<file path="src/rtl/flash_ctrl_pkg.sv">
// shared sizes, vector types and enums of the flash controller
// geometry is fixed here; address fields are packed as {bank, page, word}

package flash_ctrl_pkg;

  //////////////////////////////////////////////////
  // geometry
  //////////////////////////////////////////////////

  localparam int NumBanks     = 2;
  localparam int PagesPerBank = 16;
  localparam int InfoPages    = 2;
  localparam int WordsPerPage = 4;
  localparam int DataW        = 16;

  // address field widths
  localparam int BankW     = 1;
  localparam int PageW     = 4;
  localparam int WordW     = 2;
  localparam int AddrW     = 7;
  localparam int AllPagesW = 5;
  // info page index within a bank
  localparam int InfoPageW = 1;

  //////////////////////////////////////////////////
  // protection, queue and timing
  //////////////////////////////////////////////////

  // software regions, the default region comes on top
  localparam int MpRegions = 2;

  // queue depth equals the credits handed to the host
  localparam int CmdCredits = 2;
  localparam int CmdPtrW    = 1;

  // busy cycles per array operation
  localparam int ReadCycles    = 2;
  localparam int ProgCycles    = 3;
  localparam int PgEraseCycles = 4;
  localparam int BkEraseCycles = 8;
  localparam int CycleCntW     = 4;

  //////////////////////////////////////////////////
  // types
  //////////////////////////////////////////////////

  typedef logic [AddrW-1:0]     addr_t;
  typedef logic [DataW-1:0]     data_t;
  typedef logic [AllPagesW-1:0] page_addr_t;
  typedef logic [BankW-1:0]     bank_t;

  typedef enum logic [1:0] {
    OpRead,
    OpProg,
    OpPgErase,
    OpBkErase
  } flash_op_e;

  typedef enum logic {
    PartData,
    PartInfo
  } flash_part_e;

  // array model sequencing
  typedef enum logic [1:0] {
    PhyIdle,
    PhyBusy,
    PhyDone
  } phy_state_e;

endpackage

</file>
<file path="src/rtl/flash_rsp.sv">
// response register; one response, one retire and one credit per command
// read data is zero unless the command was an allowed read

`timescale 1ns/1ps

module flash_rsp import flash_ctrl_pkg::*; (
  input  logic       clk_i,
  input  logic       rst_ni,
  input  logic       phy_done_i,
  input  data_t      phy_rdata_i,
  input  logic       deny_i,
  input  flash_op_e  op_i,
  output logic       rsp_valid_o,
  output logic       rsp_err_o,
  output data_t      rsp_rdata_o,
  output logic       retire_o,
  output logic       cmd_credit_o
);

  logic  valid_q;
  logic  err_q;
  data_t rdata_q;

  always_ff @(posedge clk_i or negedge rst_ni) begin
    if (!rst_ni) begin
      valid_q <= 1'b0;
      err_q   <= 1'b0;
      rdata_q <= '0;
    end else begin
      valid_q <= phy_done_i | deny_i;
      err_q   <= deny_i;
      // op_i is still the head here, retire has not happened yet
      rdata_q <= (phy_done_i && op_i == OpRead) ? phy_rdata_i : '0;
    end
  end

  assign rsp_valid_o  = valid_q;
  assign rsp_err_o    = err_q;
  assign rsp_rdata_o  = rdata_q;

  // the entry leaves the queue and its credit goes back with the response
  assign retire_o     = valid_q;
  assign cmd_credit_o = valid_q;

  single_source_a: assert property (@(posedge clk_i) disable iff (!rst_ni)
    !(deny_i && phy_done_i));

endmodule

</file>
<file path="config.mk">
export PLATFORM = sky130hd
export DESIGN_NAME = flash_rsp
export DESIGN_NICKNAME = d
export VERILOG_FILES = /design/src/rtl/flash_ctrl_pkg.sv /design/src/rtl/flash_rsp.sv
export SDC_FILE = /design/constraint.sdc
export NUM_CORES = 1
export LEC_CHECK = 0
export BUFFER_PORTS_ARGS = -buffer_cell sky130_fd_sc_hd__buf_4
export CAP_MARGIN = 5
export CORE_MARGIN = 4
export CORE_UTILIZATION = 36
export DETAILED_ROUTE_END_ITERATION = 8
export GPL_TIMING_DRIVEN = 0
export MAX_ROUTING_LAYER = met4
export PLACE_DENSITY = 0.8
export SYNTH_ARGS = -nofsm -noshare
export SYNTH_HDL_FRONTEND = slang
export SYNTH_SLANG_ARGS = --single-unit
</file>
<file path="constraint.sdc">
create_clock -name clk_i -period 0.8 [get_ports clk_i]
set_clock_uncertainty 0.05 [all_clocks]
set_input_delay 0.08 -clock clk_i [delete_from_list [all_inputs] [get_ports clk_i]]
set_output_delay 0.08 -clock clk_i [all_outputs]
set_load 0.01 [all_outputs]
</file>
==> key figures <==
Status
  – Outcome: finished with violations
  – Violated checks: negative setup slack

Clocking
  – Clk sinks: 18
  – Clk pin slew, worst setup/hold paths: 0.09 ns
  – CTS tree: done
  – CTS buffer count: 3
  – CTS root buffer: clkbuf_4
  – CTS max path bufs: 2
  – Number of H-tree levels: 1

Route
  – Vias/cell: 4.73
  – DRT antenna net count: 0
  – Top sig layer: met4
  – WL met2: between 700 and 800 microns
  – Met3 WL: 209 microns
  – Drt pass-1 iters: 4
  – Detailed-route via count: 530
  – Routed WL per cell: around 14 microns
  – M1 WL: between 600 and 700 microns
  – Drc violations: 0
  – 1st-iter DRT viols: 5
  – Final WL: approximately 1.6 mm

Layout
  – FF/Latch Area: 450 sq um
  – Area Growth Syn to Fin: 67.4%
  – # fillers: 144
  – Most common cell after layout, fill and taps aside: buf_4
  – Most frequent cells in the layout: buf_4 (24), buf_6 (22), dfrtp_1 (18)
  – Share of layout cells above drive strength 1: between 60% and 70%
  – Nets: approximately 110
  – Antenna Cells: 0
  – Multi-input logic area: ~190 sq um
  – Fin util: roughly two thirds

Placed design
  – Final HPWL DP: 1.11 mm
  – RePlAce Congestion: roughly 0.62
  – Buffers on Ports: 41

Timing
  – Hold_ws: 0.0106 ns
  – Final setup margin: -0.262 ns
  – Final Hold Fails: 0
  – Final period util: 133%
  – Final min period: between 1 and 1.5 ns
  – RSZ-0062 raised after global routing: yes
  – Slew @ Worst Pin: ~0.24 ns
  – Rel. slew slack: between 80 and 90%
  – Final setup vio count: 21
  – Achievable frequency: ~940 MHz
  – Final Max Slew Viols: 0

Logic synthesis
  – Syn Nets: 62
  – Flops & latches, synth: 18
  – Synth cell types: 7
  – Post-Syn Instances: 40
  – Ys Warns: 0
  – Syn avg cell area: about 17 sq um
  – Syn Std Cell Area: roughly 690 sq um
  – Post-synthesis sequential area ratio: 65.6%

Floorplanning
  – Num ports: 42
  – Die ar.: 0.00267 sq mm
  – Core ar.: roughly 0.0018 sq mm
  – Rows: 15
  – Starting density of the core: just under 40%
  – Die height: slightly above 50 microns
  – Die Width: between 50 and 60 microns

Worst setup path
  – Worst-path maximum fanout: 3
  – Setup CP Type: flip-flop to primary output
  – Crit-path cells: buf_4, buf_6
  – Crit path DAT: 0.93 ns
  – Slowest-stage cell, CP: dfrtp_1
  – Critical Path RT: between 0.6 and 0.7 ns
  – CP Capture Type: primary output
  – Buffers & Inverters on Critical Path: 2
  – CP peak stage delay: approximately 0.40 ns
  – Largest delay share family, worst path: flip-flops
  – CP Launch Type: flip-flop

Flow run
  – Max-cap violation count: 0

Hold path
  – Hold path depth: 2
  – Hold EP: rsp_rdata_o[8]$_DFF_PN0_
  – Worst min path class: input pin to flip-flop
  – HP Start: phy_rdata_i[8]

Global route
  – Largest net degree at the start of global routing: 19
  – Initial antenna violation count: 0
  – Gr usage total: between 10 and 15%
  – Remaining Overflow, GRT: 0
  – First-pass GRT wire length: 2.42 mm
  – Vias in the first global route: between 500 and 600

Pwr
  – IR drop worst, VDD: approximately 0.85 mV
  – PwrDens: ~1400 mW/mm^2
  – Leak: 0.574 nW
[flip-flops by register name, summed over array words and instances (netlist names)]
register and cells:
cmd_credit_o 1, rsp_rdata_o 16, rsp_err_o 1
[synthesized netlist by cell type]
master	instances	area share, %
and4bb_2	6	11
buf_4	2	2.2
buf_6	3	4.9
dfrtp_1	18	66
nor4bb_1	9	13
nor4bb_2	1	2.4
or2_1	1	0.91
[metrics by stage]
stage	setup WS [ns]	cell area [sq um]	setup TNS [ns]	instances	total power, W
2_1_floorplan	0.117	687	0	40	0.00105
3_3_place_gp	0.0418	1030	0	106	0.00121
3_5_place_dp	0.00354	1030	0	106	0.00122
4_1_cts	-0.269	1140	-2.85	111	0.00167
5_1_grt	-0.317	1150	-3.43	112	0.00173
6_report	-0.262	1150	-2.64	112	0.00165
[per-layer routing]
layer | track usage [%] | vias up
met2 | 20.1 | 35
met3 | 5.44 | 2
li1 | - | 242
met1 | 14.9 | 251
met4 | 5.24 | 0
met5 | - | -
[layout make-up]
type / count / share of cell area, %
Multi-Input combinational cell: 17 / 16.3
Timing Repair Buffer: 44 / 35.6
Clock buffer: 3 / 1.96
Tap cell: 25 / 2.72
Sequential cell: 18 / 39.2
Buffer: 5 / 4.24
[power breakdown]
part | switching, W | total (W) | internal, W
Clock | 0.000244 | 0.000419 | 0.000175
Sequential | 0.0000124 | 0.000947 | 0.000935
Combinational | 0.0000986 | 0.000281 | 0.000183
Total | 0.000355 | 0.00165 | 0.00129
[kinds of logic (layout without fill, tap and decap cells)]
logic type	after synthesis	in the layout	synth area share [%]
and+or+nand+nor	17	17	27.3
buffers and inverters	5	52	7.10
DFF	18	18	65.6
[timing repair]
action	in CTS	in global routing
endpoints found under the hold margin	20	7
endpoints found under the setup margin	20	21
hold buffers	2	2
buffers inserted	0	0
resized for setup	19	0
[worst max-delay path by stage]
stage,end,start,slack [ns],depth (start not counted)
floorplan,retire_o,cmd_credit_o$_DFF_PN0_,0.12,1
global placement,rsp_rdata_o[14]$_DFF_PN0_,op_i[1],0.04,3
detailed placement,rsp_rdata_o[10]$_DFF_PN0_,op_i[1],0.004,3
CTS,retire_o,cmd_credit_o$_DFF_PN0_,-0.27,2
global route,rsp_valid_o,cmd_credit_o$_DFF_PN0_,-0.32,2
finish,rsp_valid_o,cmd_credit_o$_DFF_PN0_,-0.26,2
No activity file was read; power rests on OpenSTA's default activity.
