<file path="src/rtl/flash_ctrl_pkg.sv">
// shared sizes, vector types and enums of the flash controller
// geometry is fixed here; address fields are packed as {bank, page, word}

package flash_ctrl_pkg;

  //////////////////////////////////////////////////
  // geometry
  //////////////////////////////////////////////////

  localparam int NumBanks     = 2;
  localparam int PagesPerBank = 16;
  localparam int InfoPages    = 2;
  localparam int WordsPerPage = 4;
  localparam int DataW        = 16;

  // address field widths
  localparam int BankW     = 1;
  localparam int PageW     = 4;
  localparam int WordW     = 2;
  localparam int AddrW     = 7;
  localparam int AllPagesW = 5;
  // info page index within a bank
  localparam int InfoPageW = 1;

  //////////////////////////////////////////////////
  // protection, queue and timing
  //////////////////////////////////////////////////

  // software regions, the default region comes on top
  localparam int MpRegions = 2;

  // queue depth equals the credits handed to the host
  localparam int CmdCredits = 2;
  localparam int CmdPtrW    = 1;

  // busy cycles per array operation
  localparam int ReadCycles    = 2;
  localparam int ProgCycles    = 3;
  localparam int PgEraseCycles = 4;
  localparam int BkEraseCycles = 8;
  localparam int CycleCntW     = 4;

  //////////////////////////////////////////////////
  // types
  //////////////////////////////////////////////////

  typedef logic [AddrW-1:0]     addr_t;
  typedef logic [DataW-1:0]     data_t;
  typedef logic [AllPagesW-1:0] page_addr_t;
  typedef logic [BankW-1:0]     bank_t;

  typedef enum logic [1:0] {
    OpRead,
    OpProg,
    OpPgErase,
    OpBkErase
  } flash_op_e;

  typedef enum logic {
    PartData,
    PartInfo
  } flash_part_e;

  // array model sequencing
  typedef enum logic [1:0] {
    PhyIdle,
    PhyBusy,
    PhyDone
  } phy_state_e;

endpackage

</file>
<file path="src/rtl/flash_cmd_decode.sv">
// command queue of CmdCredits entries; the host must hold a credit per command
// the head stays stable until retire_i pops it

`timescale 1ns/1ps

module flash_cmd_decode import flash_ctrl_pkg::*; (
  input  logic              clk_i,
  input  logic              rst_ni,
  input  logic              cmd_valid_i,
  input  flash_op_e         cmd_op_i,
  input  flash_part_e       cmd_part_i,
  input  addr_t             cmd_addr_i,
  input  data_t             cmd_wdata_i,
  input  logic              retire_i,
  output logic              req_valid_o,
  output flash_op_e         req_op_o,
  output flash_part_e       req_part_o,
  output bank_t             req_bank_o,
  output logic [PageW-1:0]  req_page_o,
  output logic [WordW-1:0]  req_word_o,
  output data_t             req_wdata_o
);

  flash_op_e   op_mem    [CmdCredits];
  flash_part_e part_mem  [CmdCredits];
  addr_t       addr_mem  [CmdCredits];
  data_t       wdata_mem [CmdCredits];

  logic [CmdPtrW-1:0] wr_ptr_q, rd_ptr_q;
  logic [CmdPtrW:0]   count_q;
  addr_t              head_addr;

  // pointer and fill level
  always_ff @(posedge clk_i or negedge rst_ni) begin
    if (!rst_ni) begin
      wr_ptr_q <= '0;
      rd_ptr_q <= '0;
      count_q  <= '0;
    end else begin
      if (cmd_valid_i) begin
        wr_ptr_q <= (wr_ptr_q == CmdPtrW'(CmdCredits - 1)) ? '0 : wr_ptr_q + 1'b1;
      end
      if (retire_i) begin
        rd_ptr_q <= (rd_ptr_q == CmdPtrW'(CmdCredits - 1)) ? '0 : rd_ptr_q + 1'b1;
      end
      count_q <= count_q + (CmdPtrW + 1)'(cmd_valid_i) - (CmdPtrW + 1)'(retire_i);
    end
  end

  always_ff @(posedge clk_i) begin
    if (cmd_valid_i) begin
      op_mem[wr_ptr_q]    <= cmd_op_i;
      part_mem[wr_ptr_q]  <= cmd_part_i;
      addr_mem[wr_ptr_q]  <= cmd_addr_i;
      wdata_mem[wr_ptr_q] <= cmd_wdata_i;
    end
  end

  // head entry, address split into {bank, page, word}
  assign head_addr   = addr_mem[rd_ptr_q];
  assign req_valid_o = (count_q != '0);
  assign req_op_o    = op_mem[rd_ptr_q];
  assign req_part_o  = part_mem[rd_ptr_q];
  assign req_bank_o  = head_addr[AddrW-1 -: BankW];
  assign req_page_o  = head_addr[WordW +: PageW];
  assign req_word_o  = head_addr[WordW-1:0];
  assign req_wdata_o = wdata_mem[rd_ptr_q];

  // a command without a credit would overrun the queue
  no_write_when_full_a: assert property (@(posedge clk_i) disable iff (!rst_ni)
    cmd_valid_i |-> (count_q < (CmdPtrW + 1)'(CmdCredits)));

  // the result stage only retires an entry that is present
  retire_needs_head_a: assert property (@(posedge clk_i) disable iff (!rst_ni)
    retire_i |-> req_valid_o);

endmodule

</file>
<file path="config.mk">
export PLATFORM = sky130hd
export DESIGN_NAME = flash_cmd_decode
export DESIGN_NICKNAME = d
export VERILOG_FILES = /design/src/rtl/flash_ctrl_pkg.sv /design/src/rtl/flash_cmd_decode.sv
export SDC_FILE = /design/constraint.sdc
export NUM_CORES = 1
export LEC_CHECK = 0
export BUFFER_PORTS_ARGS = -buffer_cell sky130_fd_sc_hd__buf_2
export CELL_PAD_IN_SITES_DETAIL_PLACEMENT = 2
export CELL_PAD_IN_SITES_GLOBAL_PLACEMENT = 2
export CORE_UTILIZATION = 38
export DETAILED_ROUTE_END_ITERATION = 16
export PLACE_DENSITY = 0.75
export SYNTH_ARGS = -nofsm -noshare
export SYNTH_HDL_FRONTEND = slang
export SYNTH_SLANG_ARGS = --single-unit
export TNS_END_PERCENT = 50
</file>
<file path="constraint.sdc">
create_clock -name clk_i -period 2.6 [get_ports clk_i]
set_input_delay 0.13 -clock clk_i [delete_from_list [all_inputs] [get_ports clk_i]]
set_output_delay 0.13 -clock clk_i [all_outputs]
set_load 0.02 [all_outputs]
</file>
==> results.txt, run 1 <==
In this run, post-CTS repair resized a total of 0 instances. STA puts the critical path data required time at 2.47 ns. Multi-input logic area: 451.7 µm². The library cells used most frequently in the layout, excluding fill and tap cells, are buf_2 (56), edfxtp_1 (52), mux2_4 (19), mux2_2 (7), clkbuf_8 (5). Per report_power, the clock group accounts for 16.1% of the total. The cell sitting at the root of the clock tree is a clkbuf_8. The post-detailed-placement half-perimeter wirelength is 3071 µm, and the via count is 1,070. Summing the areas of all fa, ha and maj instances in the mapped netlist gives 1.153% of the synthesized area.

Area of the die: 6016 µm². The startpoint identified for the worst register-to-register timing path is wr_ptr_q$_DFFE_PN0P_. In this run the tightest slew margin relative to its limit is 54.97%.

Data on the critical path arrives at its endpoint at 1.66 ns. Summing the areas of all compound-gate instances in the mapped netlist gives 0% of the synthesized area. Internal power comes to 1.862 mW.

Before CTS, the worst setup slack after placement is 0.9713 ns. After synthesis, the largest family of logic cells by area is multiplexers. In this run the critical register-to-register path is captured at wdata_mem[1][8]$_DFFE_PP_.

Max-cap violations in this run came to 0. Across the whole layout, storage elements account for 1662 µm². The logs give 6520 µm for the first-pass GRT wire length and 2170 µm² for the synthesized area.

Counting I/O delays and the setup requirement, the final critical path takes 1.793 ns. The initial standard-cell utilization of the core came out at 39.40%. Each instance of the synthesized netlist takes up on average 22.84 µm².

The clock-pin slew on the worst setup and hold paths works out to 0.10 ns. The number of nets at the end of the flow came out at 192. Counting the buffers created by CTS gives 5. For the weighted congestion at the end of routability-driven global placement, the log shows 0.6127. During placement, the flow inserted port buffers numbering 56. Cell count after synthesis: 95.

For the final routed wirelength across all metal layers, the log shows 4143 µm. The tools report the number of antenna violations at the first check in global routing as 0. The synthesized design contains 56 register bits. Path type of the worst setup path: reg2out. For this run, the detailed router's first-pass iteration total came to 4. The tools report the critical path launch point type as a flip-flop. The setup check on the worst reg-to-reg path leaves a slack of 0.96 ns. Worst setup path endpoint: req_wdata_o[15]. The final hold slack is 0.01714 ns, and the deepest clock path buffer count is 2. The run finished with clean final reports.

For this run, the number of Yosys warnings is 0. Dividing the detail-routed wire length by the instance count gives 17.78 µm. The number of different library cells used by synthesis comes to 13. Fill cells in the final layout number 517. The share of total power dissipated in combinational logic is 38.1%. Synthesis produced a netlist with a net count of 127.

The synthesized netlist devotes 0.8651% of its cell area to simple gates. Setup violations remaining at the end of the flow were counted as 0. Entering global routing, the biggest net connects 28 pins. The die boundary height was 77.56 µm.

Class of the tightest hold or removal check: in2reg. Leaving out filler cells and counting taps, the final layout contains 233. The number of placed instances with taps included was 224; the via count of the first global-routing pass was 1,265. Summed over all cells, the static leakage comes to 1.059 nW. IR analysis of the VDD net gives a maximum drop of 546.2 µV. During I/O placement, the number of pins put on the boundary was 57. For the pin with the worst max-slew slack, the measured transition is 0.6755 ns. Across all setup checks in the final design, the least slack found is 0.8074 ns. TritonCTS built the clock tree. For the final routed database, the setup TNS stands at 0 ns. Between clock sinks in the finished design, the worst skew comes to 0.01019 ns. The final antenna-violating net count came out at 0. The net switching fraction of the power is 32.66%, and the total power divided by cell area is 1057 nW/µm². The fraction of synthesized cell area in xor and xnor cells is 1.903%, and the placeable core region is 5507 µm². The worst register-to-register path has a depth of 2.

The library cell used most frequently in the layout, excluding fill and tap cells, is buf_2. Ratio of final minimum period to clock period: 68.95%. Of all nets on the critical path, the largest fanout is 27.

For the number of slew-limit violations in the final report, the log shows 0. The run gives 45.8% as the sequential cell fraction of total power. In this run the power spent charging and discharging nets is 0.9031 mW. The number of hold-slack violations in the final timing report was 0; the number of antenna repair diodes was 0. Cells with a size suffix above 1 make up 58.39% of the layout.

The H-tree depth was 2. The remaining global-route overflow was 0. The worst setup path is captured at a primary output. The later pin in the worst-skew pair is clocked with a latency of 0.30 ns. Layout-stage area growth over the synthesis result: 20.53%.

The tools report the count of clock tree sinks as 56. Worst setup path startpoint: rd_ptr_q$_DFFE_PN0P_. The chip width is 77.56 µm.

The via-per-instance ratio was 4.592. For this run, the register share of the synthesized area comes to 76.59%. For the post-CTS setup repair buffer count, the log shows 0. The run gives 14.66% as the global router's overall resource usage. Measured against the total synthesized area, the mux share comes to 16.78%.

In the routed design, unresolved DRC markers number 0. The tools report the maximum clock rate as 557.8 MHz. The initialized floorplan defines 27 standard-cell rows. The detailed router finished its first iteration with 50 violations. Setup repair after global routing left no endpoint under its margin.

At the end of the flow the core is filled with cells to 47.49%.
==> area by class of cell <==
class                           count  share of cell area, %
Clock buffer                        6                  2.775
Tap cell                           72                  3.445
Multi-Input combinational cell     34                  17.27
Inverter                            2                 0.2871
Timing Repair Buffer               61                  12.25
Sequential cell                    56                  63.54
Clock inverter                      2                 0.4306
==> worst min-delay path by stage <==
| stage | start | endpoint | slack (ns) | depth (start not counted) |
|---|---|---|---|---|
| detailed placement | rst_ni | count_q[1]$_DFF_PN0_ | -0.06 | 1 |
| floorplan | rst_ni | count_q[0]$_DFF_PN0_ | -0.17 | 0 |
| global placement | rst_ni | count_q[0]$_DFF_PN0_ | -0.06 | 1 |
| CTS | cmd_part_i | part_mem[0]$_DFFE_PP_ | 0.006 | 1 |
| finish | cmd_part_i | part_mem[0]$_DFFE_PP_ | 0.02 | 1 |
| global route | cmd_part_i | part_mem[0]$_DFFE_PP_ | 0.002 | 1 |
==> cell usage after synthesis, drive strengths merged <==
master / instances / share of area (%)
buf: 3 / 2.4
nor2b: 1 / 0.29
edfxtp: 52 / 72
or2: 1 / 0.29
xor2: 2 / 0.81
ha: 2 / 1.2
inv: 2 / 0.35
dfrtp: 4 / 4.6
xor3: 1 / 1.1
mux2: 26 / 17
and2: 1 / 0.29
==> per-stage QoR <==
stage	cell area (µm²)	power, mW
2_1_floorplan	2170	2.101
3_3_place_gp	2521	2.300
3_5_place_dp	2521	2.369
4_1_cts	2615	2.825
5_1_grt	2615	2.908
6_report	2615	2.765
==> layer usage <==
layer  global-route usage [%]  part of all wire [%]  vias to the layer above
met5                        0                     0                        -
met4                    3.396                  0.22                        0
met2                    26.55                    54                       37
li1                         -                     -                      492
met3                    3.765                   4.2                        2
met1                    17.30                    41                      539
==> cells by family after synthesis <==
logic type,after synthesis
flip-flops,56
AND/OR/NAND/NOR,3
multiplexers,26
buffers and inverters,5
XOR/XNOR,3
adder cells (fa/ha/maj),2
==> power groups by stage <==
stage	logic (mW)	registers (mW)	clock network, mW
detailed placement	1.08	1.29	0
global route	1.12	1.29	0.498
floorplan	0.836	1.26	0
CTS	1.08	1.27	0.471
global placement	1.04	1.26	0
finish	1.05	1.27	0.445
==> state kept, by name, summed over array words and instances, names as in the netlist <==
register / flops
rd_ptr_q: 1
op_mem: 4
part_mem: 2
count_q: 2
wdata_mem: 32
wr_ptr_q: 1
addr_mem: 14
==> timing repair <==
| action | in CTS | in global routing |
|---|---|---|
| endpoints found under the setup margin | 0 | 0 |
| endpoints found under the hold margin | 4 | 0 |
| hold buffers | 1 | 0 |
==> worst max-delay path, cell delays in order, from the launching register on <==
cell and delay, ns:
dfrtp_1 0.36, buf_4 0.43, mux2_2 0.40, buf_2 0.17
Power figures use the tool's default switching activity.
==> inputs of run 2 (changes only) <==
- CORE_UTILIZATION: 38 -> 34
- PLACE_DENSITY: 0.75 -> 0.71
- clock period: 2.6 -> 1.6 ns (I/O delays scaled with it)
==> run 2 against run 1 <==
Net effect:
- clock skew decreased by 0.0021 ns
- register-to-register slack got worse by 0.57 ns
- first-iteration DRC count decreased by 28%
- routed wire length decreased by 0.48%
- count of clock-buffer cells in the layout increased by 1
- sequential power increased by 62%
- largest cell class unchanged
==> results.txt, run 2 (synthesis gave the netlist of run 1 again) <==
The run finished with clean final reports. For the leakage power total, the log shows 1.207 nW (+14%). The die boundary height is 81.88 µm (+5.6%), and the H-tree depth is 2 (unchanged). For the final routed wirelength across all metal layers, the log shows 4123 µm (-0.48%). For the worst path required time, the log shows 1.52 ns (-0.95 ns). TritonCTS built the clock tree.

The post-CTS setup repair buffer count was 0 (unchanged). The most critical setup path has its endpoint at req_wdata_o[1]. For the placeable core region, the log shows 6026 µm² (+9.4%). The maximum vdd drop was 758.1 µV (+39%). The initial standard-cell utilization of the core came out at 36.00% (-3.4 points). The final instance area was 2945 µm² (+13%); the number of flip-flops in the largest register was 32 (unchanged). The largest registers in the layout are wdata_mem: 32 flops, addr_mem: 14 flops, op_mem: 4 flops.

The worst slew margin relative to its limit was 84.34% (+29 points); the weighted congestion at the end of routability-driven global placement was 0.6190 (+1.0%). The arrival time of data at the critical path endpoint is 1.42 ns (-0.24 ns), and the final critical delay including setup and external delays is 1.497 ns. The critical path is of the reg2out type. The chip width works out to 81.88 µm (+5.6%). The number of antenna repair diodes came out at 0 (unchanged).

The most critical setup path has its startpoint at rd_ptr_q$_DFFE_PN0P_. The tools report the number of slew-limit violations in the final report as 0 (unchanged). The number of hold-slack violations in the final timing report was 0 (unchanged). The tools report the global router's overall resource usage as 13.43% (-1.2 points). The layout-stage area growth over the synthesis result was 35.76%; the instance area after placement was 2555 µm² (+1.3%). The source-to-sink clock delay at the later pin of the worst-skew pair came out at 0.30 ns (about the same). The tools report the area of the die as 6704 µm² (+11%). The transition time at the pin with the least slew margin is 0.2349 ns (-0.4406 ns). The logs give 3010 µm (-2.0%) for the post-detailed-placement half-perimeter wirelength and 3 (-1) for the length of the first detailed-routing pass in iterations.

The library cells used most frequently in the layout, excluding fill and tap cells, are buf_2 (56), edfxtp_1 (52), dlygate4sd3_1 (28), mux2_4 (19). The deepest clock path buffer count came out at 2 (unchanged). The via count was 1,141 (+6.6%). The worst setup path is launched from a flip-flop. The maximum number of pins on one net before global-route repair was 18 (-36%); the count of max-cap constraint violations was 0 (unchanged). The top register by number of flip-flops is wdata_mem. The sum of negative setup slack is 0 ns (unchanged). The iteration-0 DRC count of the detailed router is 36 (-28%).

Timing would allow up to 668.0 MHz. In this run the worst hold path is classified as in2reg. The run gives 0.008113 ns (-0.002076 ns) as the maximum clock skew at final layout. The ratio of final minimum period to clock period works out to 93.57%.

The count of cells along the worst register-to-register path is 5 (+3), and the sum of internal, switching and leakage power is 4.750 mW (+72%). The number of antenna violations at the first check in global routing came out at 0 (unchanged). The worst flop-to-flop path endpoint is count_q[1]$_DFF_PN0_. The run gives 6389 µm (-2.0%) as the first-pass GRT wire length. The tools report the placement row count as 28 (+3.7%). The source of the worst register-to-register timing path was count_q[0]$_DFF_PN0_. Utilization of the core after routing: 48.88% (+1.4 points). The clock-pin slew on the worst setup and hold paths is 0.09 ns (about the same), and the fraction of layout cells with a size suffix above 1 is 51.04% (-7.3 points).

The total power divided by cell area works out to 1613 nW/µm² (+53%). Setup repair after global routing left no endpoint under its margin. The final setup slack of the worst path came out at 0.1029 ns (-0.7044 ns). The number of DRC violations after detailed routing was 0 (unchanged); the largest driver fanout on the critical path was 17 (-37%).

The worst setup path is captured at a primary output. The logs give 56 (unchanged) for the count of clock tree sinks and 0 (unchanged) for the remaining global-route overflow. The I/O pin count was 57 (unchanged). For the total of endpoints with negative setup slack in the final report, the log shows 0 (unchanged). For the CTS buffer count, the log shows 5 (unchanged). The via-per-instance ratio was 4.273 (-6.9%). The average wire length per cell after detail routing came out at 15.44 µm (-13%). The tools report the final antenna-violating net count as 0 (unchanged). Clock tree synthesis selected as its root buffer the cell clkbuf_8. Slack of the worst reg-to-reg path: 0.39 ns (-0.57 ns). The via count of the first global-routing pass was 1,302 (+2.9%). The number of nets at the end of the flow was 223 (+16%); the count of input and output buffers was 56 (unchanged). Leaving out fill and tap cells, the most frequent cell in the layout is buf_2.

For the worst setup slack after placement, the log shows 0.3557 ns (-0.6155 ns).
[run 2: how the worst min path moves through the flow]
stage / cells past startpoint / startpoint / slack (ns) / endpoint
2_1_floorplan: 0 / rst_ni / -0.22 / count_q[0]$_DFF_PN0_
3_3_place_gp: 1 / rst_ni / -0.11 / count_q[0]$_DFF_PN0_
3_5_place_dp: 1 / rst_ni / -0.1 / count_q[0]$_DFF_PN0_
4_1_cts: 2 / cmd_valid_i / 0.009 / wr_ptr_q$_DFFE_PN0P_
5_1_grt: 2 / cmd_valid_i / 0.02 / wr_ptr_q$_DFFE_PN0P_
6_report: 2 / cmd_valid_i / 0.02 / wr_ptr_q$_DFFE_PN0P_
[run 2: repair_timing]
item,CTS,global route
hold buffers,28,0
setup endpoints to repair,0,16
endpoints found under the hold margin,57,0
gates resized for setup,0,1
[run 2: per-layer routing]
metal  vias to the layer above  GRT usage [%]  share of wire [%]
met4                         0          2.632               0.41
met3                         2          4.111                5.9
met1                       543          15.16                 41
li1                        552              -                  -
met2                        44          24.79                 52
met5                         -              0                  0
[run 2: worst max-delay path, stage by stage, from the launching register on]
cell and delay [ns]:
dfrtp_1 0.38, buf_6 0.25, mux2_4 0.33, buf_2 0.16
[run 2: report_power, final]
part	internal, mW	total [mW]	leakage [nW]	switching [mW]
combinational	0.859	1.81	0.620	0.952
clock	0.469	0.883	0.0524	0.415
sequential	1.95	2.06	0.535	0.102
[run 2: metrics by stage]
stage                     hold slack, ns  std cells
final                            0.01866        267
after detailed placement        -0.09994        231
after floorplan                  -0.2156         95
after global routing             0.01965        267
after global placement           -0.1079        231
after CTS                       0.008719        267
[run 2: final cells by class]
type                    instances  area [µm²]
fillers                       567        3080
flip-flops and latches         56        1662
repair buffers                 92       624.3
multi-input cells              34       451.7
well taps                      75       93.84
clock buffers                   7       76.32
clock inverters                 1       30.03
inverters                       2       7.507
