===== src/rtl/flash_ctrl_pkg.sv =====
// shared sizes, vector types and enums of the flash controller
// geometry is fixed here; address fields are packed as {bank, page, word}

package flash_ctrl_pkg;

  //////////////////////////////////////////////////
  // geometry
  //////////////////////////////////////////////////

  localparam int NumBanks     = 2;
  localparam int PagesPerBank = 16;
  localparam int InfoPages    = 2;
  localparam int WordsPerPage = 4;
  localparam int DataW        = 16;

  // address field widths
  localparam int BankW     = 1;
  localparam int PageW     = 4;
  localparam int WordW     = 2;
  localparam int AddrW     = 7;
  localparam int AllPagesW = 5;
  // info page index within a bank
  localparam int InfoPageW = 1;

  //////////////////////////////////////////////////
  // protection, queue and timing
  //////////////////////////////////////////////////

  // software regions, the default region comes on top
  localparam int MpRegions = 2;

  // queue depth equals the credits handed to the host
  localparam int CmdCredits = 2;
  localparam int CmdPtrW    = 1;

  // busy cycles per array operation
  localparam int ReadCycles    = 2;
  localparam int ProgCycles    = 3;
  localparam int PgEraseCycles = 4;
  localparam int BkEraseCycles = 8;
  localparam int CycleCntW     = 4;

  //////////////////////////////////////////////////
  // types
  //////////////////////////////////////////////////

  typedef logic [AddrW-1:0]     addr_t;
  typedef logic [DataW-1:0]     data_t;
  typedef logic [AllPagesW-1:0] page_addr_t;
  typedef logic [BankW-1:0]     bank_t;

  typedef enum logic [1:0] {
    OpRead,
    OpProg,
    OpPgErase,
    OpBkErase
  } flash_op_e;

  typedef enum logic {
    PartData,
    PartInfo
  } flash_part_e;

  // array model sequencing
  typedef enum logic [1:0] {
    PhyIdle,
    PhyBusy,
    PhyDone
  } phy_state_e;

endpackage


===== src/rtl/flash_mp.sv =====
// memory protection for the queue head; one start or deny per head
// regions apply to the data partition only; lowest matching region wins

`timescale 1ns/1ps

module flash_mp import flash_ctrl_pkg::*; (
  input  logic                                  clk_i,
  input  logic                                  rst_ni,
  input  logic                                  req_valid_i,
  input  flash_op_e                             req_op_i,
  input  flash_part_e                           req_part_i,
  input  bank_t                                 req_bank_i,
  input  logic [PageW-1:0]                      req_page_i,
  input  logic                                  exec_busy_i,
  input  logic [MpRegions-1:0]                  region_en_i,
  input  logic [MpRegions-1:0]                  region_rd_i,
  input  logic [MpRegions-1:0]                  region_prog_i,
  input  logic [MpRegions-1:0]                  region_erase_i,
  input  page_addr_t [MpRegions-1:0]            region_base_i,
  input  page_addr_t [MpRegions-1:0]            region_size_i,
  input  logic                                  default_rd_i,
  input  logic                                  default_prog_i,
  input  logic                                  default_erase_i,
  input  logic [NumBanks-1:0][InfoPages-1:0]    info_rd_i,
  input  logic [NumBanks-1:0][InfoPages-1:0]    info_prog_i,
  input  logic [NumBanks-1:0][InfoPages-1:0]    info_erase_i,
  input  logic [NumBanks-1:0]                   bank_erase_en_i,
  output logic                                  phy_start_o,
  output logic                                  deny_o
);

  page_addr_t            bank_page;
  logic [MpRegions-1:0]  match, win;
  logic                  rd_perm, prog_perm, erase_perm;
  logic [InfoPageW-1:0]  info_page;
  logic                  in_bounds;
  logic                  allowed;
  logic                  eval;
  logic                  held_q;

  assign bank_page = {req_bank_i, req_page_i};
  assign info_page = req_page_i[InfoPageW-1:0];

  //////////////////////////////////////////////////
  // bounds
  //////////////////////////////////////////////////

  always_comb begin
    if (int'(req_bank_i) >= NumBanks) begin
      in_bounds = 1'b0;
    end else if (req_part_i == PartData) begin
      in_bounds = int'(req_page_i) < PagesPerBank;
    end else begin
      in_bounds = int'(req_page_i) < InfoPages;
    end
  end

  //////////////////////////////////////////////////
  // data region select
  //////////////////////////////////////////////////

  always_comb begin
    for (int i = 0; i < MpRegions; i++) begin
      match[i] = region_en_i[i] && (bank_page >= region_base_i[i]) &&
                 ({1'b0, bank_page} < ({1'b0, region_base_i[i]} + {1'b0, region_size_i[i]}));
    end
    // keep the lowest set bit only
    win = match & (~match + MpRegions'(1));

    rd_perm    = default_rd_i;
    prog_perm  = default_prog_i;
    erase_perm = default_erase_i;
    for (int i = 0; i < MpRegions; i++) begin
      if (win[i]) begin
        rd_perm    = region_rd_i[i];
        prog_perm  = region_prog_i[i];
        erase_perm = region_erase_i[i];
      end
    end
  end

  //////////////////////////////////////////////////
  // permission per op
  //////////////////////////////////////////////////

  always_comb begin
    allowed = 1'b0;
    if (req_part_i == PartData) begin
      unique case (req_op_i)
        OpRead:    allowed = rd_perm;
        OpProg:    allowed = prog_perm;
        OpPgErase: allowed = erase_perm;
        OpBkErase: allowed = bank_erase_en_i[req_bank_i];
        default:   allowed = 1'b0;
      endcase
    end else begin
      // bank erase never reaches the info partition
      unique case (req_op_i)
        OpRead:    allowed = info_rd_i[req_bank_i][info_page];
        OpProg:    allowed = info_prog_i[req_bank_i][info_page];
        OpPgErase: allowed = info_erase_i[req_bank_i][info_page];
        default:   allowed = 1'b0;
      endcase
    end
    allowed = allowed & in_bounds;
  end

  // held until the head is retired, which is one cycle after deny or after busy drops
  always_ff @(posedge clk_i or negedge rst_ni) begin
    if (!rst_ni) begin
      held_q <= 1'b0;
    end else if (phy_start_o || deny_o) begin
      held_q <= 1'b1;
    end else if (!exec_busy_i) begin
      held_q <= 1'b0;
    end
  end

  assign eval        = req_valid_i & ~exec_busy_i & ~held_q;
  assign phy_start_o = eval & allowed;
  assign deny_o      = eval & ~allowed;

  start_deny_excl_a: assert property (@(posedge clk_i) disable iff (!rst_ni)
    !(phy_start_o && deny_o));

  // the region decision for a data command rests on known configuration
  region_win_a: assert property (@(posedge clk_i) disable iff (!rst_ni)
    (req_valid_i && req_part_i == PartData) |-> !$isunknown(win));

endmodule


===== config.mk =====
export PLATFORM = sky130hd
export DESIGN_NAME = flash_mp
export DESIGN_NICKNAME = d
export VERILOG_FILES = /design/src/rtl/flash_ctrl_pkg.sv /design/src/rtl/flash_mp.sv
export SDC_FILE = /design/constraint.sdc
export NUM_CORES = 1
export LEC_CHECK = 0
export BUFFER_PORTS_ARGS = -buffer_cell sky130_fd_sc_hd__buf_2
export CAP_MARGIN = 5
export CORE_ASPECT_RATIO = 0.6
export CORE_UTILIZATION = 45
export CTS_CLUSTER_SIZE = 24
export DETAILED_ROUTE_END_ITERATION = 16
export HOLD_SLACK_MARGIN = 0.02
export PLACE_DENSITY = 0.92
export RECOVER_POWER = 25
export SLEW_MARGIN = 20
export SYNTH_ARGS = -nofsm -noshare
export SYNTH_HDL_FRONTEND = slang
export SYNTH_SLANG_ARGS = --single-unit

===== constraint.sdc =====
create_clock -name clk_i -period 4.68 [get_ports clk_i]
set_input_delay 0.936 -clock clk_i [delete_from_list [all_inputs] [get_ports clk_i]]
set_output_delay 0.936 -clock clk_i [all_outputs]
set_load 0.02 [all_outputs]

==> flow_metrics.tcl, run 1 <==
set metrics [dict create \
    gp_congestion 0.840 \
    grt_antenna_before_repair 0 \
    routedWlPerCell_um 12.2 \
    path_clk_slew_ps 0 \
    power.ir.vdd_worst_uv 63.1 \
    largest_register_ffs 1 \
    compound_gate_portion_of_the_synthesized_area_pct 23.5 \
    synth_enable_flop_cells 0 \
    clock_power_share_pct 0 \
    fmaxAchievable_ghz 0.221 \
    largest_register_by_flop_count "held_q" \
    skew_ps 0 \
    io_pins 59 \
    floorplan.core_area_mm2 0.00223 \
    syn_inst 127 \
    die_h_um 40.1 \
    floorplan.initialDensity_pct 48.7 \
    synth_xor_area_share_pct 4.84 \
    maximum_number_of_pins_on_one_net_before_global_route_repair 9 \
    hold_path_class "register to register" \
    postRouteAntennaNets 0 \
    hold_buffers 0 \
    layout_worst_path_cycle_share_pct 96.5 \
    globalRoute.totalOverflow 0 \
    worst-slew-pin-transition_ps 315 \
    pwr_density_cell_mw_per_mm2 111 \
    placement.io_buffers 58 \
    drt-pass1-iter-count 4 \
    leak_pwr_nw 0.800 \
    critPathArrivalTime_ps 3580 \
    drt_first_iter_violations 38 \
    worst-path-max-fanout 3 \
    drt-vias-per-instance 5.21 \
    synth_area_leader_cell "ha_1" \
    layout.cells.non_filler 214 \
    die_width_um 65.4 \
    totalWireLength_mm 2.60 \
    power.combinational.fraction_pct 93.4 \
    critPathLaunchType "input port" \
    die_area_mm2 0.00262 \
    finalSetupTns_ps 0 \
    yosysSeqAreaShare_pct 2.30 \
    crit_path_top_delay_cell "fa_1" \
    place.detailed.instances 213 \
    grt_pass1_vias 952 \
    antennaDiodeCount 0 \
    synth_simple_gate_area_share_pct 12.9 \
    route.vias.total 1115 \
    remaining_drc_errors 0 \
    seq_power_share_pct 6.6 \
    cap_viol_max_count 0 \
    grt_first_pass_wirelength_mm 3.89 \
    synthesis.area_mm2 0.00109 \
    synth.net_count 214 \
    postSynthAreaPerCell_um2 8.55 \
    final-setup-viol-count 0 \
    netlist_top_cells_count "ha_1 (28), inv_1 (15), a21oi_1 (11), a21o_1 (7), nand2_1 (7)" \
    setup.worst_path.class "input port to output port" \
    synth_top_family_by_area "adder cells" \
    share_of_post_route_cells_with_drive_strength_above_1_pct 36.4 \
    timing.final.max_slew_violations 0 \
    cp_cell_sequence "buf_2, ha_4, inv_1, fa_1, inv_1, a21o_1, a21oi_1, xor2_1, ha_1, nand2_1, nor2_1, a21oi_1, o221ai_2, o2111ai_2, and4_1, o21a_1, buf_4" \
    grt_util_all_layers_pct 19.4 \
    registers_with_the_most_flip_flops "held_q x1" \
    layout.nets 273 \
    hpwlAfterDp_mm 2.33 \
    power.share.switching_pct 46.5 \
    final_period_minus_worst_setup_slack_ps 4520 \
    total_net_switching_power_uw 73.3 \
    insertion_delay_ps 0 \
    yosys_register_bits 1 \
    yosysWarningCount 0 \
    status "completed" \
    synth_fa_ha_area_share_pct 35.9 \
    dominantRegCellSynth "dfrtp_1" \
    yosysMostFrequentCell "ha_1" \
    area_growth_pct 30.5 \
    postSynth.asyncResetShare_pct 100 \
    worst-r2r-setup-slack_ps 3840 \
    internal-power_uw 84.1 \
    synth.mux.area_fraction_pct 12.9 \
    synth_cell_types 32 \
    floorplan.rows 13 \
    hold_violations 0 \
    cpPeakStageDelay_ps 390 \
    worst_setup_path_end_kind "output port" \
    post-synth-top-area-fraction_pct 32.3 \
    synth.area.top_cells "ha_1 (32%), mux4_1 (7.3%), inv_1 (5.2%), a21oi_1 (5.1%), a21o_1 (4.8%)" \
    rsz_0062_raised_after_global_routing "no" \
    fin_worst_hold_slack_ps 489 \
    cp_data_required_time_ps 3740 \
    relSlewSlack_pct 78.7 \
]
stage by stage:
stage / setup slack (ps) / utilization (%) / area [um2] / total power, mW
after floorplan: 216 / - / 1090 / 0.106
after global placement: 196 / 62.3 / 1390 / 0.146
after detailed placement: 111 / 62.3 / 1390 / 0.152
after CTS: 104 / 62.3 / 1390 / 0.153
after global routing: 7.52 / 63.6 / 1420 / 0.177
final: 161 / 63.6 / 1420 / 0.157
path summary, 6_finish.rpt:
kind                       endpoint             start  cells after the start
setup / recovery             deny_o  region_base_i[0]                     17
max in group asynchronous    held_q            rst_ni                      1
hold reg to reg              held_q            held_q                      1
min in group asynchronous    held_q            rst_ni                      1
setup reg to reg             held_q            held_q                      2
hold / removal               held_q            held_q                      1
power groups by stage:
stage	Sequential (mW)	Combinational, mW	Clock, mW
6_report	0.0104	0.147	0
5_1_grt	0.0104	0.167	0
4_1_cts	0.0103	0.143	0
3_3_place_gp	0.0103	0.136	0
3_5_place_dp	0.0103	0.142	0
2_1_floorplan	0.0101	0.0959	0
area by class of cell:
class,instances,area (um2)
fillers,186,811
inverters,15,56.3
multi-input cells,109,996
flip-flops and latches,1,25.0
well taps,30,37.5
repair buffers,59,303
cells in the final DEF (no fill, tap or decap), types with 2 or more instances in the layout:
| master | n |
|---|---|
| buf_2 | 56 |
| ha_1 | 27 |
| inv_1 | 15 |
| a21oi_1 | 11 |
| a21o_1 | 7 |
| nand2_1 | 7 |
| xor2_1 | 6 |
| o21ai_0 | 6 |
| mux2i_1 | 5 |
| nor2_1 | 5 |
| o21ai_1 | 4 |
| mux4_1 | 3 |
| nand2b_1 | 3 |
| buf_4 | 3 |
| nand3b_1 | 2 |
| nand3_1 | 2 |
| a211oi_1 | 2 |
| nor2b_1 | 2 |
| o21a_1 | 2 |
| fa_1 | 2 |
metal layers:
layer	GRT usage (%)	vias to the layer above	wire length (um)
met1	26.3	499	1260
li1	-	585	-
met4	0.543	0	0
met3	0.568	0	98
met2	36.9	31	1240
met5	0	-	0
kinds of logic (layout without fill, tap and decap cells):
family	after synthesis	in the layout
AOI/OAI and AO/OA	38	38
xor gates and xnor gates	6	6
adders and majority gates	30	30
buffers and inverters	17	74
DFF	1	1
muxes	9	9
and+or+nand+nor	26	26
timing repair:
item	4_1_cts	5_1_grt
endpoints found under the setup margin	0	2
endpoints found under the hold margin	0	0
gates resized for setup	0	5
setup buffers	0	1
worst max-delay path: cells and delay by family:
family / cells / cell delay (ps)
XOR/XNOR: 1 / 140
AND/OR/NAND/NOR: 3 / 400
AO/OA/AOI/OAI: 6 / 880
buffers and inverters: 4 / 400
adder cells (fa/ha/maj): 3 / 840
No activity file was read; power rests on OpenSTA's default activity.
==> inputs of run 2 (changes only) <==
--- a/config.mk
+++ b/config.mk
@@ -5,10 +5,11 @@
 export SDC_FILE = /design/constraint.sdc
 export NUM_CORES = 1
 export LEC_CHECK = 0
+export ABC_AREA = 1
 export BUFFER_PORTS_ARGS = -buffer_cell sky130_fd_sc_hd__buf_2
 export CAP_MARGIN = 5
 export CORE_ASPECT_RATIO = 0.6
-export CORE_UTILIZATION = 45
+export CORE_UTILIZATION = 46
 export CTS_CLUSTER_SIZE = 24
 export DETAILED_ROUTE_END_ITERATION = 16
 export HOLD_SLACK_MARGIN = 0.02
==> run 2 against run 1 <==
  * Critical path depth rose by 5
  * Clock skew unchanged
  * Final area grew 3.9%
  * Total power grew 14%
  * Sequential power is 4% lower
  * Fmax up 5.8%
  * Synthesized cell count grew 45%
  * Synthesized area increased by 5.4%
  * Largest cell class unchanged
  * Via count up 21%
  * Worst hold slack improved by 31 ps
  * Combinational power increased by 16%
  * Cell count increased by 27%
  * Highest routed layer unchanged
==> flow_metrics.tcl, run 2 <==
set metrics [dict create \
    status "completed" \
    setup.worst_path.class "input port to output port" \
    path_clk_slew_ps 0 \
    yosysWarningCount 0 \
    largest_register_by_flop_count "held_q" \
    drt-pass1-iter-count 4 \
    hold_path_startpoint "held_q" \
    critPathArrivalTime_ps 3330 \
    netlist_top_cells_count "nand2_1 (44), inv_1 (29), ha_1 (28), a21oi_1 (14), nor2_1 (14)" \
    dominantRegCellSynth "dfrtp_1" \
    remaining_drc_errors 0 \
    final_common_cell "buf_2" \
    final-setup-viol-count 0 \
    globalRoute.totalOverflow 0 \
    yosysMostFrequentCell "nand2_1" \
    relSlewSlack_pct 80.7 \
    rsz_0062_raised_after_global_routing "no" \
    grt_util_all_layers_pct 21.1 \
    post-synth-top-area-fraction_pct 30.6 \
    route.vias.total 1352 \
    crit_start "region_base_i[2]" \
    postSynthAreaPerCell_um2 6.22 \
    io_pins 59 \
    grt_pass1_vias 1087 \
    pwr_density_cell_mw_per_mm2 122 \
    worst-slew-pin-transition_ps 289 \
    worst-path-max-fanout 7 \
    timing.final.max_slew_violations 0 \
    die_h_um 40.6 \
    hold_path_class "register to register" \
    finalSetupTns_ps 0 \
    die_width_um 66.4 \
    gp_congestion 0.802 \
    insertion_delay_ps 0 \
    synthesis.area_mm2 0.00114 \
    cp_data_required_time_ps 3740 \
    cts_setup_buffers 0 \
    fill_cells 219 \
    footprint_of_the_multi_input_gates_mm2 0.00101 \
    cpPeakStageDelay_ps 340 \
    grt_antenna_before_repair 0 \
    postRouteAntennaNets 0 \
    synth.area.top_cells "ha_1 (31%), nand2_1 (14%), inv_1 (9.5%), a21oi_1 (6.1%), nand3_1 (5.7%)" \
    floorplan.initialDensity_pct 50.6 \
    drt-vias-per-instance 4.97 \
    fin_worst_hold_slack_ps 521 \
    syn_inst 184 \
    postSynth.asyncResetShare_pct 100 \
    power.ir.vdd_worst_uv 67.9 \
    area_growth_pct 28.6 \
    routedWlPerCell_um 10.8 \
    register_area_um2 25.0 \
    synth.net_count 271 \
    antennaDiodeCount 0 \
    die_area_mm2 0.00270 \
    registers_with_the_most_flip_flops "held_q x1" \
    drt_first_iter_violations 49 \
    cp_cell_sequence "buf_2, ha_1, a21oi_1, o21ai_0, xnor2_1, ha_1, a21oi_1, nand2_1, nand2_1, nand2_2, nand2_4, nand2_4, nand2_1, nand2_1, nand2_1, nand2_1, nand2_1, nand3_1, nand2_1, nand2_1, nor2_1, buf_2" \
    hpwlAfterDp_mm 2.67 \
    totalWireLength_mm 2.93 \
    floorplan.core_area_mm2 0.00226 \
    largest_register_ffs 1 \
    placement.io_buffers 58 \
    hold_violations 0 \
    share_of_post_route_cells_with_drive_strength_above_1_pct 28.5 \
    cpMostUsedCell "nand2_1" \
    critical_path.reg2reg.startpoint "held_q" \
    skew_ps 0 \
    synth_area_leader_cell "ha_1" \
    floorplan.rows 13 \
    yosysSeqAreaShare_pct 2.19 \
    crit_path_top_delay_cell "ha_1" \
    leading_cell_types_in_the_layout_fill_and_taps_excluded "buf_2 (58), nand2_1 (44), inv_1 (29), ha_1 (28)" \
    synth_enable_flop_cells 0 \
    cap_viol_max_count 0 \
    worst_setup_path_end_kind "output port" \
    critPathLaunchType "input port" \
    hold_buffers 0 \
    synth_cell_types 25 \
    grt_first_pass_wirelength_mm 4.37 \
    layout_worst_path_cycle_share_pct 91.3 \
    final_period_minus_worst_setup_slack_ps 4270 \
    layout.nets 331 \
    cts-resized-gates 0 \
    yosys_register_bits 1 \
    leak_pwr_nw 0.894 \
    maximum_number_of_pins_on_one_net_before_global_route_repair 13 \
    fmaxAchievable_ghz 0.234 \
]
## run 2: cell count changes after synthesis, sizes merged, moves of 3 or more
cell    delta
a21o       -6
a21oi      +4
inv       +15
mux2i      -5
mux4       -3
nand2     +43
nand2b     -3
nand3     +11
nor2      +11
o22ai      +3
xnor2      +3
xor2       -3
## run 2: cells by family after synthesis
kind of cell             count (synthesis)  share of synthesized area [%]
AND/OR/NAND/NOR                         85                           33.3
XOR/XNOR                                 6                           4.59
flip-flops                               1                           2.19
AO/OA/AOI/OAI                           32                           16.0
buffers and inverters                   30                           9.84
adder cells (fa/ha/maj)                 30                           34.1
## run 2: cell type report
type / instances / share of cell area (%)
well taps: 30 / 2.55
multi-input cells: 153 / 68.4
inverters: 30 / 7.65
repair buffers: 58 / 19.7
flip-flops and latches: 1 / 1.70
## run 2: metal layers
metal / up-vias / share of wire [%] / wire length [um] / global-route usage (%)
li1: 725 / - / - / -
met1: 584 / 51 / 1480 / 30.8
met2: 43 / 44 / 1290 / 37.8
met3: 0 / 5.3 / 156 / 0.278
met4: 0 / 0 / 0 / 0
met5: - / 0 / 0 / 0
## run 2: metrics by stage
step | std cells | power [mW] | util [%] | worst slack (ps) | cell area [um2]
2_1_floorplan | 184 | 0.126 | - | 687 | 1140
3_3_place_gp | 272 | 0.172 | 65.1 | 483 | 1470
3_5_place_dp | 272 | 0.180 | 65.1 | 403 | 1470
4_1_cts | 272 | 0.181 | 65.1 | 400 | 1470
5_1_grt | 272 | 0.206 | 65.1 | 85.1 | 1470
6_report | 272 | 0.180 | 65.1 | 409 | 1470
## run 2: power breakdown
part,total (mW),internal (mW),switching (mW)
Sequential,0.00998,0.00975,0.000228
Combinational,0.170,0.0747,0.0955
Clock,0,0,0
## run 2: final timing paths
check,endpoint,slack (ps),cells past startpoint
min in group asynchronous,held_q,710,1
worst max register to register,held_q,3940,3
worst min register to register,held_q,520,2
worst max-delay path,deny_o,410,22
worst min-delay path,held_q,520,2
max in group asynchronous,held_q,3880,1
## run 2: critical path: cells and delay by family
| family | cells | cell delay (ps) |
|---|---|---|
| XOR/XNOR | 1 | 140 |
| AND/OR/NAND/NOR | 14 | 890 |
| AO/OA/AOI/OAI | 3 | 440 |
| adder cells (fa/ha/maj) | 2 | 630 |
| buffers and inverters | 2 | 280 |
